$ cat config.mk
export PLATFORM = sky130hd
export DESIGN_NAME = icache_hit_check_flat
export DESIGN_NICKNAME = d
export VERILOG_FILES = /design/src/hw/icache_geom_pkg.sv /design/src/hw/icache_lookup_if.sv /design/src/hw/icache_hit_check.sv /design/src/flat_wrapper.sv
export SDC_FILE = /design/constraint.sdc
export NUM_CORES = 1
export LEC_CHECK = 0
export BUFFER_PORTS_ARGS = -buffer_cell sky130_fd_sc_hd__buf_4
export CORE_AREA = 2 2 261 263
export DETAILED_ROUTE_END_ITERATION = 10
export DIE_AREA = 0 0 263 265
export GPL_TIMING_DRIVEN = 0
export PLACE_DENSITY = 0.38
export RECOVER_POWER = 100
export REMOVE_ABC_BUFFERS = 1
export SLEW_MARGIN = 30
export SYNTH_ARGS = -nofsm -noshare
export SYNTH_HDL_FRONTEND = slang
export SYNTH_SLANG_ARGS = --single-unit
$ cat constraint.sdc
create_clock -name vclk -period 3.8
set_input_delay 0.76 -clock vclk [all_inputs]
set_output_delay 0.76 -clock vclk [all_outputs]
set_load 0.05 [all_outputs]
$ cat src/hw/icache_geom_pkg.sv
// -------------------------------------------------------------------------
// L1 instruction cache geometry
// 4 ways, 16 sets, 16-byte lines, 32-bit fetch words, physical addresses.
// Address layout is tag | index | word select | byte offset.
// -------------------------------------------------------------------------
`default_nettype none

package icache_geom_pkg;

    localparam int N_WAYS     = 4;
    localparam int N_SETS     = 16;
    localparam int LINE_BYTES = 16;
    localparam int WORD_BITS  = 32;
    localparam int ADDR_BITS  = 32;

    // derived widths
    localparam int LINE_BITS   = LINE_BYTES * 8;
    localparam int WAY_BITS    = $clog2(N_WAYS);
    localparam int OFFSET_BITS = $clog2(LINE_BYTES);
    localparam int INDEX_BITS  = $clog2(N_SETS);
    localparam int TAG_BITS    = ADDR_BITS - INDEX_BITS - OFFSET_BITS;
    localparam int WSEL_BITS   = $clog2(LINE_BITS / WORD_BITS);  // words per line

    typedef logic [ADDR_BITS-1:0]  paddr_t;
    typedef logic [TAG_BITS-1:0]   tag_t;
    typedef logic [INDEX_BITS-1:0] index_t;
    typedef logic [WSEL_BITS-1:0]  word_sel_t;
    typedef logic [LINE_BITS-1:0]  line_t;
    typedef logic [WORD_BITS-1:0]  word_t;
    typedef logic [WAY_BITS-1:0]   way_t;
    typedef logic [N_WAYS-1:0]     way_mask_t;  // one bit per way

endpackage

`default_nettype wire

$ cat src/hw/icache_lookup_if.sv
// -------------------------------------------------------------------------
// L1 instruction cache array traffic
// Commands from the controller, read data back to hit check and replacement.
// -------------------------------------------------------------------------
`timescale 1ns/100ps
`default_nettype none

interface icache_lookup_if (
    input logic clk_i
);
    import icache_geom_pkg::*;

    // commands
    logic   rd_en;
    index_t index;
    logic   wr_en;
    way_t   wr_way;
    tag_t   wr_tag;
    line_t  wr_line;
    logic   inv_en;
    way_t   inv_way;
    logic   flush_en;

    // registered read of the addressed set
    tag_t  [N_WAYS-1:0] rd_tags;
    way_mask_t          rd_valid;
    line_t [N_WAYS-1:0] rd_lines;

    modport ctrl (
        output rd_en, index, wr_en, wr_way, wr_tag, wr_line, inv_en, inv_way, flush_en,
        input  rd_valid
    );

    modport arrays (
        input  rd_en, index, wr_en, wr_way, wr_tag, wr_line, inv_en, inv_way, flush_en,
        output rd_tags, rd_valid, rd_lines
    );

    modport check (input clk_i, rd_tags, rd_valid, rd_lines);

    modport replace (input rd_valid);

endinterface

`default_nettype wire

$ cat src/hw/icache_hit_check.sv
// -------------------------------------------------------------------------
// L1 instruction cache hit check
// Tag compare over all valid ways, word select from the hitting line.
// -------------------------------------------------------------------------
`timescale 1ns/100ps
`default_nettype none

module icache_hit_check (
    icache_lookup_if.check              lk,
    input  icache_geom_pkg::tag_t       cmp_tag_i,
    input  icache_geom_pkg::word_sel_t  word_sel_i,
    output logic                        hit_o,
    output icache_geom_pkg::way_t       hit_way_o,
    output icache_geom_pkg::word_t      word_o
);
    import icache_geom_pkg::*;

    way_mask_t way_hit;
    line_t     hit_line;

    always_comb begin
        for (int w = 0; w < N_WAYS; w++) begin
            way_hit[w] = lk.rd_valid[w] && (lk.rd_tags[w] == cmp_tag_i);
        end
    end

    // encode the hitting way, lowest way wins
    always_comb begin
        hit_way_o = '0;
        for (int w = N_WAYS - 1; w >= 0; w--) begin
            if (way_hit[w]) begin
                hit_way_o = way_t'(w);
            end
        end
    end

    assign hit_o    = |way_hit;
    assign hit_line = lk.rd_lines[hit_way_o];
    assign word_o   = hit_line[word_sel_i * WORD_BITS +: WORD_BITS];

    // a line lives in one way only, so refill and tag store agree
    assert property (@(posedge lk.clk_i)
        !$isunknown(way_hit) |-> $onehot0(way_hit));

endmodule

`default_nettype wire

$ cat src/flat_wrapper.sv
// flat-port wrapper written by rule: the top's interface ports become plain ports
module icache_hit_check_flat import icache_geom_pkg::*;
  (cmp_tag_i, word_sel_i, hit_o, hit_way_o, word_o, clk_i, lk_rd_tags, lk_rd_valid, lk_rd_lines);
  icache_lookup_if lk_i (.clk_i(clk_i));
  input  icache_geom_pkg::tag_t cmp_tag_i;
  input  icache_geom_pkg::word_sel_t word_sel_i;
  output logic hit_o;
  output icache_geom_pkg::way_t hit_way_o;
  output icache_geom_pkg::word_t word_o;
  input wire logic clk_i;
  input wire logic [$bits(lk_i.rd_tags)-1:0] lk_rd_tags;
  input wire logic [$bits(lk_i.rd_valid)-1:0] lk_rd_valid;
  input wire logic [$bits(lk_i.rd_lines)-1:0] lk_rd_lines;
  assign lk_i.rd_tags = lk_rd_tags;
  assign lk_i.rd_valid = lk_rd_valid;
  assign lk_i.rd_lines = lk_rd_lines;
  icache_hit_check u_core (.lk(lk_i), .cmp_tag_i(cmp_tag_i), .word_sel_i(word_sel_i), .hit_o(hit_o), .hit_way_o(hit_way_o), .word_o(word_o));
endmodule
# After elaboration in Yosys (flattened, before gate mapping)
# Index checks and enable logic that the tools add are counted.
[classes] n_eq_ne=4 n_reduce_logical=5 shifts=1 n_mux=6 magnitude_cmp=1
[op_table] operator="128-bit binary-select mux with 2-bit select" n=1
[op_table] operator="128-bit two-way mux" n=1
[op_table] operator="128-bit by 8-bit indexed part select with 32-bit output" n=1
[op_table] operator="24-bit == test" n=4
[op_table] operator="2-bit two-way mux" n=4
[op_table] operator="1-bit logical AND" n=4
[op_table] operator="4-bit OR reduction" n=1
[op_table] operator="2-bit by 3-bit < comparator with 1-bit output (second input constant)" n=1
[word_totals] elab_cells=17 regBits=0 out_inout_bits=35

# Logic depth before layout (Yosys ltp)
# Gate-level depths: netlist of the first run.
[depth] ltp_word=9 depth_mapped=11

# Least setup slack after synthesis of the first run
# No wires, ideal clock.
[synth_timing] kind="input port to output port" startpoint="in cmp_tag_i[8]" endpoint="out word_o[23]" n_path_buf=3 arrival_time_ns=3.331 setup_slack_ns=-0.291 required_time_ns=3.040 stages=11 cell_sequence="clkbuf_1 > xnor2_1 > nand4_1 > nor4_1 > a211oi_2 > o21ai_1 > buf_2 > buf_2 > mux2i_1 > a21oi_1 > or4_1"
[synth_between] elab_chain_len=9 elab_cells_between_ends=15 cone_classes="4 x eq/ne; 1 x shift; 6 x mux; 4 x reduce/logical"
[synth_rtl] element="start: declaration" line="flat_wrapper.sv:5" rtl="input icache_geom_pkg::tag_t cmp_tag_i;"
[synth_rtl] element="24-bit == test" line="icache_hit_check.sv:23" rtl="way_hit[w] = lk.rd_valid[w] && (lk.rd_tags[w] == cmp_tag_i);"
[synth_rtl] element="1-bit logical AND" line="icache_hit_check.sv:23"
[synth_rtl] element="2-bit two-way mux (3 in a row)" line="icache_hit_check.sv:31" rtl="if (way_hit[w]) begin"
[synth_rtl] element="2-bit two-way mux (*)" line="icache_hit_check.sv:31"
[synth_rtl] element="128-bit binary-select mux with 2-bit select (*)" line="icache_hit_check.sv:38" rtl="assign hit_line = lk.rd_lines[hit_way_o];"
[synth_rtl] element="128-bit two-way mux (implied by the code) (*)" line="icache_hit_check.sv:38"
[synth_rtl] element="128-bit by 8-bit indexed part select with 32-bit output (*)" line="icache_hit_check.sv:39" rtl="assign word_o = hit_line[word_sel_i * WORD_BITS +: WORD_BITS];"
[synth_rtl] element="end: declaration" line="flat_wrapper.sv:9" rtl="output icache_geom_pkg::word_t word_o;"
# Mark *: on every way between the ends. The rest lies on a longest branch, timed or not. The select of a mux whose other input is x is not followed.

# Worst setup path in the final report of the first run
[layout_timing] startpoint="in cmp_tag_i[8]" endpoint="out word_o[31]"
# Same word-level chain as after synthesis.

==> results of run 1 <==
-- logic make-up after synthesis --
kind of cell              share of synthesized area (%)
AOI/OAI and AO/OA                                 37.42
xor gates and xnor gates                          17.63
buffers and inverters                             7.268
muxes                                             26.87
and+or+nand+nor                                   10.81
-- where the power goes --
part | internal, mW | total (mW) | switching (mW)
combinational | 0.769 | 1.37 | 0.600
sequential | 0 | 0 | 0
clock | 0.00000000913 | 0.00000000914 | 0
-- cell type report --
cell class	instances	area (um2)
Inverter	2	7.507
Timing Repair Buffer	773	7059
Fill cell	7383	52560
Tap cell	873	1092
Multi-Input combinational cell	565	6075
Antenna cell	2	5.005
-- timing repair --
item	in CTS	in global routing
hold buffers	0	0
cloned	10	13
pin swaps	58	76
resized for setup	204	171
setup buffers	38	19
setup endpoints to repair	34	34
-- per-layer routing --
| layer | wire (um) | vias up | global-route usage [%] |
|---|---|---|---|
| met3 | 3546 | 73 | 3.056 |
| met2 | 25940 | 542 | 22.88 |
| met1 | 20970 | 4216 | 15.64 |
| met4 | 1875 | 0 | 4.402 |
| met5 | 0 | - | 0 |
| li1 | - | 4054 | - |
-- critical path: cells and delay by family --
kind                   cells  cell delay, ns
AO/OA/AOI/OAI              3            0.47
AND/OR/NAND/NOR            3            1.21
multiplexers               1            0.19
XOR/XNOR                   1            0.17
buffers and inverters      7            1.06
-- final timing paths --
kind | from | end | slack [ns] | cells past startpoint
worst max-delay path | cmp_tag_i[8] | word_o[31] | -0.85 | 15
worst min-delay path | lk_rd_lines[248] | word_o[24] | 2.05 | 5
-- cell usage after synthesis (all sizes together) --
| cell | n |
|---|---|
| clkbuf | 50 |
| nor3 | 4 |
| o221ai | 128 |
| xnor2 | 62 |
| nand3 | 5 |
| nor4 | 9 |
| nor2b | 2 |
| buf | 22 |
| or4 | 33 |
| a21oi | 128 |
| mux2i | 128 |
| nor2 | 3 |
| a211oi | 1 |
| nand4 | 15 |
| and3 | 1 |
| inv | 2 |
| and2 | 3 |
| nand2 | 4 |
| and4 | 1 |
| xor2 | 34 |
| o21ai | 2 |
-- through the flow --
| stage | TNS [ns] | util [%] |
|---|---|---|
| global placement | -439.86 | 15.83 |
| finish | -22.58 | 21.31 |
| CTS | -21.19 | 19.28 |
| detailed placement | -43.76 | 16.91 |
| floorplan | -279.36 | - |
| global route | -25.43 | 21.31 |
==> impl.org, run 1 <==
** Route
- The first detailed-routing pass took 6 iterations.
- Detailed Route Iter0 Violations :: 434
- Using the TritonRoute via totals, the vias-per-cell ratio works out to 4.011.
- Total wirelength of the detailed-routed design :: 52,330 um
- The routed layout has 8,885 vias.
- The detail route stage leaves a number of antenna-violating nets equal to 0.
- Routed length per placed instance :: 23.63 um
- Remaining design rule violation count :: 0

** Timing
- Worst path setup slack after routing :: -0.8463 ns
- Final clock period utilization by the worst path :: 122.3%
- Number of setup violations in the final report :: 32
- For the finished layout, the period the worst path requires is 4.646 ns.
- Number of endpoints with negative hold slack in the final report :: 0
- Setup repair after global routing missed its margin :: true
- Upper clock frequency limit :: 215.2 MHz
- Max-slew violation count :: 0
- Slew margin rel. :: 46.10%
- At the pin with the least slew margin, the transition time is 0.8086 ns.
- Final hold analysis gives a worst-case slack of 2.049 ns.

** Floorplan
- The die is 263 um wide.
- For this configuration, the core starts out at a cell density of 7.138%.
- The core region is 0.06680 mm2.
- FP Rows :: 95
- The die is 265 um tall.
- Die area :: 0.06970 mm2
- In this run the count of I/O pins placed on the die edge is 674.

** Power and ir drop
- Power per Cell Area :: 96.18 mW/mm2
- Overall power after layout :: 1.369 mW
- The analysis attributes to cell leakage a power of 6.444 nW.
- IR analysis of the VDD net gives a maximum drop of 0.04213 mV.

** Finish
- The library cell used most frequently in the layout, excluding fill and tap cells, is sky130_fd_sc_hd__buf_4.
- The finished layout holds 2,215 standard cells, fillers aside.
- Final-layout clock buffer total :: 0
- Net total in the final layout :: 1,981
- In the layout the commonest cells are sky130_fd_sc_hd__buf_4, sky130_fd_sc_hd__mux2i_1, sky130_fd_sc_hd__a21oi_1.
- Across the whole layout, storage elements account for 0 um2.
- Seq cells :: 0
- Summing all non-filler instances in the final layout gives an area of 0.01424 mm2.
- Of the cells placed in the final design, the portion with a size suffix greater than 1 is 73.43%.
- Relative to the synthesized area, the layout overhead comes to 198.6%.

** Global routing
- Wire length of the first global-routing pass :: 66,940 um
- The total overflow left after global routing is 0.
- The number of antenna violations at the first check in global routing came to 6.
- Total global routing track utilization :: 13.07%
- Entering global routing, the biggest net connects 51 pins.
- Number of global-route vias before repair :: 9,445

** Critical path
- By instance count, the cell type seen most on the critical path is sky130_fd_sc_hd__buf_16.
- Type of the worst setup path :: in2out
- Series of cell instances along the critical path :: buf_4 > xnor2_2 > nand4_1 > or4_4 > a211oi_4 > o21ai_4 > clkbuf_16 > buf_16 > buf_16 > buf_16 > buf_16 > mux2i_2 > a21oi_1 > or4_4 > buf_8
- CP arrival :: 3.89 ns
- Critical-path top delay cell :: sky130_fd_sc_hd__or4_4
- At the worst endpoint, the required time is 3.04 ns.
- Along the worst path, the maximum fanout reaches 8.
- The worst setup path is launched from an input port.
- STA classifies the critical path endpoint as an output port.
- Delay contributed by the slowest stage of the critical path :: 0.55 ns

** Logic synthesis
- Synth unique cells :: 24
- Area fraction of the dominant cell type after synthesis :: 26.87%
- Average instance area after synthesis :: 7.486 um2
- Synth area leaders :: sky130_fd_sc_hd__mux2i_1, sky130_fd_sc_hd__o221ai_1, sky130_fd_sc_hd__a21oi_1, sky130_fd_sc_hd__xnor2_1, sky130_fd_sc_hd__xor2_1
- Netlist area before placement :: 0.004768 mm2
- Sequential element share of the synthesized area :: 0%
- Of all cell types, the one taking the most synthesized area is sky130_fd_sc_hd__mux2i_1.
- Synth Warn # :: 0
- Synthesis produced a netlist whose cell count is 637.

** Job
- The tool flagged a number of max-cap violations equal to 0.

** Min path
- The tightest min-delay check is of the in2out type.

** Placement
- Dpl ws :: -1.664 ns
- Detailed placement HPWL :: 40,760 um
- Port buffer count :: 673
- Counting tap cells, the placed design contains a total of 2,136 instances.
- Global placer's final weighted congestion :: 0.8522
- Once placement finished, the instance area stood at 0.01130 mm2.

** Run status
- The run finished, with violations left.
- The final reports fail on negative setup slack.
No activity file was read; power rests on OpenSTA's default activity.
==> inputs of run 2 (changes only) <==
- ABC_AREA: not set -> 1
- CORE_AREA: 2 2 261 263 -> 2 2 265 267
- DIE_AREA: 0 0 263 265 -> 0 0 267 269
- PLACE_DENSITY: 0.38 -> 0.45
==> run 2 against run 1 <==
  * Design area up 36%
  * Via count up 83%
  * Synthesized cell count rose to 3.2 times the previous value
  * The flow still finishes with violations (negative setup slack)
  * Setup slack better by 0.69 ns
  * Critical endpoint is now word_o[11]
  * Highest routed layer is now met5
  * Flip-flop and latch count unchanged
==> impl.org, run 2 <==
** Finish
- Utilization of the core after routing :: 27.93%
- Net total in the final layout :: 3,381
- Multi-input gate area :: 0.008448 mm2
- Number of fill cells in the layout :: 7,909
- Count of placed standard cells in the final layout, fillers left out :: 3,688
- There are 0 flip-flops and latches.
- Leading cell types in the layout, fill and taps excluded :: sky130_fd_sc_hd__buf_4, sky130_fd_sc_hd__nand3_1, sky130_fd_sc_hd__inv_1
- Leaving out fill and tap cells, the most frequent cell in the layout is sky130_fd_sc_hd__buf_4.
- Of the cells placed in the final design, the portion with a size suffix greater than 1 is 39.45%.
- Synth-to-layout area growth :: 105.8%
- Register cell area after layout :: 0 um2
- Final-layout clock buffer total :: 0

** Timing
- Across all hold checks on the routed design, the worst slack comes to 2.087 ns.
- The number of max-slew violations in the final report is 0.
- After layout, the worst path uses 104.2% of the clock period.
- The final-report hold violation count is 0.
- Slew margin rel. :: 33.35%
- Worst path setup slack after routing :: -0.1613 ns
- After layout, the minimum clock period comes to 3.961 ns.
- Number of setup violations in the final report :: 30
- For the pin with the worst max-slew slack, the measured transition is 0.9998 ns.
- Setup repair after global routing missed its margin :: true
- Upper clock frequency limit :: 252.4 MHz

** Critical path
- The critical path goes through buf_4 > inv_2 > nand2_2 > nand2_1 > nor2_1 > nand3_1 > nor2_2 > nand3_2 > nor2b_2 > nor2_4 > buf_8 > buf_16 > buf_16 > buf_12 > buf_6 > nand3_2 > nand3_2 > nand3_2 > nand2_2 > buf_8.
- Type of element launching the critical path :: input port
- Crit path max fanout :: 5
- CP arrival :: 3.20 ns
- Critical path required time :: 3.04 ns
- Type of the worst setup path :: in2out
- Delay contributed by the slowest stage of the critical path :: 0.18 ns
- Most repeated library cell on the critical path :: sky130_fd_sc_hd__nand3_2
- Worst Setup End Kind :: output port
- The largest individual stage delay along the critical path comes from the cell sky130_fd_sc_hd__nor2b_2.

** Logic synthesis
- Of the post-synthesis cell area, the dominant cell type holds 31.83%.
- Yosys top cell by area :: sky130_fd_sc_hd__nand3_1
- Most numerous cell in the Yosys netlist :: sky130_fd_sc_hd__nand3_1
- Most numerous cell types in the synthesized netlist :: sky130_fd_sc_hd__nand3_1, sky130_fd_sc_hd__nand2_1, sky130_fd_sc_hd__inv_1, sky130_fd_sc_hd__nand3b_1, sky130_fd_sc_hd__nor2_1
- The mapped netlist covers 0.009404 mm2.
- After synthesis, the netlist uses 30 different library cells.
- After technology mapping, the gate count stands at 2,045.
- The Yosys step of the flow raised 0 warnings.
- Average instance area after synthesis :: 4.599 um2
- For this run, the register share of the synthesized area comes to 0%.
- Sorting the synthesized cells by area gives the leading types as sky130_fd_sc_hd__nand3_1, sky130_fd_sc_hd__nand2_1, sky130_fd_sc_hd__inv_1, sky130_fd_sc_hd__nand3b_1, sky130_fd_sc_hd__buf_2.

** Route
- Detail Route Antenna Nets :: 0
- Routed length per placed instance :: 22.52 um
- Vias :: 16,291
- The pre-antenna-repair detailed-routing pass consisted of 7 iterations.
- Dividing the detail-routed via count by the number of cells gives 4.417.
- Detailed Route Iter0 Violations :: 1,101
- Remaining design rule violation count :: 0
- Total wirelength of the detailed-routed design :: 83,050 um

** Placement
- Detailed placement HPWL :: 48,930 um
- Global placer's final weighted congestion :: 0.9101
- Total placed cells including tap cells :: 3,538
- Dpl ws :: -2.413 ns
- Port buffer count :: 673

** Min path
- Hold path start :: lk_rd_lines[364]
- Worst min-delay path endpoint :: word_o[12]
- The worst hold path was traced through 8 stages.
- Class of the most critical hold timing path :: in2out

** Power and ir drop
- Maximum resistive drop on vdd :: 0.08001 mV
- Leakage dissipation :: 10.81 nW
- Fraction of power spent switching nets :: 48.71%
- Sequential cells burn 0% of the power.
- Combinational group share of total power :: 100.0%
- Part of the total power dissipated in the clock network :: 0%
- Power per Cell Area :: 76.31 mW/mm2
- Sw power :: 0.7193 mW
- Cell internal power was estimated by the tool at 0.7575 mW.

** Floorplan
- Die height :: 269 um
- The initialized floorplan defines 97 standard-cell rows.
- Die area :: 0.07182 mm2
- The floorplan step defined a core boundary enclosing 0.06930 mm2.
- During I/O placement, the number of pins put on the boundary was 674.
- Effective utilization at floorplan :: 13.57%
- Die outline width :: 267 um

** Job
- Max Cap Viol :: 0

** Global routing
- Maximum number of pins on one net before global-route repair :: 66
- The number of antenna violations at the first check in global routing was 15.
- Total global routing track utilization :: 20.76%
- Wire length of the first global-routing pass :: 108,500 um
- Number of global-route vias before repair :: 15,173
- Global routing finished with a remaining overflow of 0.

** Run status
- Outcome :: finished with violations
- The final reports fail on negative setup slack.

** CTS
- # hold bufs at CTS :: 0
run 2: changes by cell type in the layout (fill, tap and decap cells not counted), moves of 38 or more:
| cell | change |
|---|---|
| sky130_fd_sc_hd__inv_1 | +461 |
| sky130_fd_sc_hd__nand2_2 | +54 |
| sky130_fd_sc_hd__nand2_1 | +443 |
| sky130_fd_sc_hd__nor2_1 | +61 |
| sky130_fd_sc_hd__o221ai_2 | -53 |
| sky130_fd_sc_hd__a21oi_1 | -82 |
| sky130_fd_sc_hd__mux2i_1 | -104 |
| sky130_fd_sc_hd__nand3_2 | +114 |
| sky130_fd_sc_hd__nand3b_1 | +135 |
| sky130_fd_sc_hd__xnor2_1 | -43 |
| sky130_fd_sc_hd__a21oi_2 | -38 |
| sky130_fd_sc_hd__o221ai_1 | -47 |
| sky130_fd_sc_hd__nand3_1 | +473 |
run 2: worst max path at each step:
stage                             start    endpoint  slack (ns)  cells past startpoint
after global routing       cmp_tag_i[9]  word_o[11]       -0.25                     19
after detailed placement   cmp_tag_i[8]   word_o[7]       -2.41                     17
final                     cmp_tag_i[10]  word_o[11]       -0.16                     20
after floorplan            cmp_tag_i[3]   word_o[0]       -4.58                     16
after global placement    cmp_tag_i[18]   word_o[7]      -11.27                     17
after CTS                  cmp_tag_i[9]   word_o[7]       -0.13                     19
run 2: kinds of logic after synthesis:
| group | share of synthesized area (%) |
|---|---|
| AO/OA/AOI/OAI | 0.8250 |
| XOR/XNOR | 1.956 |
| buffers and inverters | 27.04 |
| AND/OR/NAND/NOR | 70.18 |
run 2: power by group through the flow:
stage	Clock, mW	Combinational (mW)	Sequential, mW
finish	0.000000176	1.48	0
global route	0.000000176	1.60	0
CTS	0	1.43	0
detailed placement	0	1.33	0
global placement	0	1.33	0
floorplan	0	0.553	0
run 2: what timing repair did:
action	CTS	global route
setup endpoints to repair	33	32
gates cloned	54	22
pin swaps	93	87
buffers inserted	63	8
resized for setup	262	157
run 2: metal layers:
| layer | vias up | track usage [%] | share of wire [%] |
|---|---|---|---|
| met1 | 7566 | 26.07 | 42 |
| met2 | 747 | 35.96 | 47 |
| met3 | 140 | 3.936 | 7.5 |
| met5 | - | 0 | 0.095 |
| li1 | 7826 | - | - |
| met4 | 12 | 5.922 | 3.4 |
run 2: final cells by class:
cell class                      count  share of cell area [%]
Multi-Input combinational cell   1447                   43.65
Timing Repair Buffer              806                   40.65
Inverter                          487                   9.523
Tap cell                          940                   6.077
Antenna cell                        8                  0.1034
run 2: metrics by stage:
stage	cell area [um2]	setup TNS (ns)	total power [mW]
after floorplan	8690	-147.99	0.5535
after global placement	14920	-348.17	1.327
after detailed placement	15380	-59.80	1.334
after CTS	18260	-2.672	1.434
after global routing	19350	-6.306	1.601
final	19350	-2.661	1.477
run 2: worst max-delay path: cells and delay by family:
kind,cells,cell delay [ns]
AND/OR/NAND/NOR,12,1.34
buffers and inverters,8,1.08
==> inputs of run 3 (changes only) <==
- MAX_ROUTING_LAYER: not set -> met4
==> run 3 against run 2 <==
  * The run still ends with negative setup slack left
  * Highest routed layer is now met4
  * Combinational power about the same
  * Critical path depth unchanged
  * Maximum frequency up 0.49%
  * Power up 0.20%
  * Routed wire length down 2.1%
  * Via count down 0.59%
==> impl.org, run 3 (synthesized netlist as in run 2, its figures left out) <==
** Run status
- Violations in the final reports :: negative setup slack
- Outcome :: finished with violations

** Critical path
- Launching instance or port of the critical path :: cmp_tag_i[10]
- CP arrival :: 3.18 ns
- Type of element launching the critical path :: input port
- Worst Setup End Kind :: output port
- Critical path required time :: 3.04 ns
- Crit path max fanout :: 5
- Type of the worst setup path :: in2out
- Following the worst setup path forward leads to its endpoint at word_o[11].

** Placement
- Detailed placement HPWL :: 48,930 um
- Before CTS, the worst setup slack after placement is -2.413 ns.
- In this run the cell area measured after placement is 0.01538 mm2.
- Input and output buffers added on the ports amount to 673.
- Global placer's final weighted congestion :: 0.9259

** Floorplan
- The die covers 0.07182 mm2.
- 674 I/O pins were placed.
- Die outline width :: 267 um
- FP Rows :: 97
- After floorplanning, the core was sized to cover 0.06930 mm2.
- Effective utilization at floorplan :: 13.57%
- The die is 269 um tall.

** Timing
- The worst pin sits at a relative slew slack of 32.61%.
- Setup violations remaining at the end of the flow were counted as 31.
- Worst path setup slack after routing :: -0.1419 ns
- Setup tns final :: -2.731 ns
- The worst path uses 103.7% of the clock period.
- Max-slew violation count :: 0
- Setup repair after global routing missed its margin :: true
- The final-report hold violation count came to 0.
- At the pin with the least slew margin, the transition time is 1.011 ns.
- The worst path in the final design needs a cycle of 3.942 ns, including I/O delays and setup.
- Static timing analysis puts the maximum clock frequency at 253.7 MHz.

** Power and ir drop
- IR analysis of the VDD net gives a maximum drop of 0.08075 mV.
- Sequential Power Share :: 0%
- Combinational group share of total power :: 100.0%
- Leakage dissipation :: 10.61 nW
- Overall power consumption after layout is estimated at 1.480 mW.
- Part of the total power dissipated in the clock network :: 0%
- Cell internal power was estimated by the tool at 0.7586 mW.
- In this run switching power makes up 48.74% of total power.
- Sw power :: 0.7212 mW
- Dividing total power by cell area gives a power density of 77.68 mW/mm2.

** Global routing
- Maximum number of pins on one net before global-route repair :: 66
- Global routing used 3.479% of the available met3 tracks.
- Global routing used 21.36% of the available tracks.
- Number of global-route vias before repair :: 15,175
- GRT met1 Usage :: 26.34%
- Wire length of the first global-routing pass :: 108,400 um
- The number of antenna violations at the first check in global routing is 14.
- Most crowded layer after global routing :: met2
- Global-route congestion overflow total :: 0
- For this run, global-route usage on met2 was measured as 35.85%.

** Route
- In the routed design, unresolved DRC markers number 0.
- Total wirelength of the detailed-routed design :: 81,280 um
- In this run, the number of DRC markers left after iteration 0 of detailed routing was 1,041.
- Vias :: 16,195
- Routed length per placed instance :: 22.10 um
- The first TritonRoute pass finished after 8 iterations.
- In the routed layout, each cell is associated on average with a via count of 4.404.
- Once detail routing completed, the nets flagged for antenna violations numbered 0.

** Finish
- In the final layout, the share of cells above drive strength 1 is 39.00%.
- Summing all flip-flop and latch instances after layout gives 0 um2.
- The library cell used most frequently in the layout, excluding fill and tap cells, is sky130_fd_sc_hd__buf_4.
- Leading cell types in the layout, fill and taps excluded :: sky130_fd_sc_hd__buf_4, sky130_fd_sc_hd__nand3_1, sky130_fd_sc_hd__inv_1
- Net total in the final layout :: 3,364
- Seq cells :: 0
- Final non-filler cell area :: 0.01905 mm2
- Relative to the synthesized area, the layout overhead comes to 102.6%.
- After layout, the clock buffer instance count stands at 0.

** CTS
- After clock tree synthesis, the flow added hold-fix buffers numbering 0.

** Job
- Max Cap Viol :: 0

** Min path
- Class of the most critical hold timing path :: in2out
run 3: cell count changes in the layout (fill, tap and decap cells not counted), sizes merged:
cell,before,now
buf,785,776
clkbuf,16,8
diode,8,14
run 3: area by class of cell:
class	count	area [um2]
multi-input combinational	1447	8462
antenna	14	35.03
tap	940	1176
inverter	487	1843
fill	7931	50250
timing repair buffer	789	7533
run 3: repair_timing:
item,CTS,global route
setup buffers,63,2
gates resized for setup,262,149
pin swaps,93,76
setup endpoints to repair,33,32
cloned,54,10
run 3: worst min-delay path by stage:
stage,from,end,slack (ns),cells past startpoint
floorplan,word_sel_i[1],word_o[0],1.86,2
global placement,lk_rd_lines[80],word_o[16],2.10,8
detailed placement,lk_rd_lines[80],word_o[16],2.10,8
CTS,lk_rd_lines[81],word_o[17],2.09,8
global route,lk_rd_lines[339],word_o[19],2.12,8
finish,lk_rd_lines[339],word_o[19],2.09,8
run 3: worst max-delay path: stages:
cell and delay [ns]:
sky130_fd_sc_hd__buf_4 0.16, sky130_fd_sc_hd__inv_2 0.09, sky130_fd_sc_hd__nand2_2 0.11, sky130_fd_sc_hd__nand2_1 0.08
sky130_fd_sc_hd__nor2_1 0.08, sky130_fd_sc_hd__nand3_1 0.08, sky130_fd_sc_hd__nor2_2 0.16, sky130_fd_sc_hd__nand3_2 0.11
sky130_fd_sc_hd__nor2b_2 0.18, sky130_fd_sc_hd__nor2_4 0.18, sky130_fd_sc_hd__buf_8 0.16, sky130_fd_sc_hd__buf_16 0.13
sky130_fd_sc_hd__buf_16 0.14, sky130_fd_sc_hd__buf_12 0.13, sky130_fd_sc_hd__buf_6 0.11, sky130_fd_sc_hd__nand3_2 0.08
sky130_fd_sc_hd__nand3_2 0.06, sky130_fd_sc_hd__nand3_2 0.10, sky130_fd_sc_hd__nand2_2 0.11, sky130_fd_sc_hd__buf_8 0.15
run 3: metrics by stage:
| step | instances | utilization, % | hold WS [ns] |
|---|---|---|---|
| 6_report | 3677 | 27.49 | 2.085 |
| 2_1_floorplan | 1910 | - | 1.857 |
| 3_5_place_dp | 3538 | 22.20 | 2.101 |
| 5_1_grt | 3676 | 27.48 | 2.123 |
| 3_3_place_gp | 3523 | 21.53 | 2.105 |
| 4_1_cts | 3654 | 26.35 | 2.089 |
run 3: power groups by stage:
stage | clock network [mW] | logic [mW] | registers (mW)
2_1_floorplan | 0 | 0.553 | 0
4_1_cts | 0 | 1.43 | 0
5_1_grt | 0.000000424 | 1.60 | 0
3_3_place_gp | 0 | 1.33 | 0
3_5_place_dp | 0 | 1.33 | 0
6_report | 0.000000425 | 1.48 | 0
run 3: per-layer routing:
layer	share of wire (%)	vias up
met4	3.1	0
met1	43	7532
met3	6.9	113
met5	0	-
li1	-	7805
met2	47	745
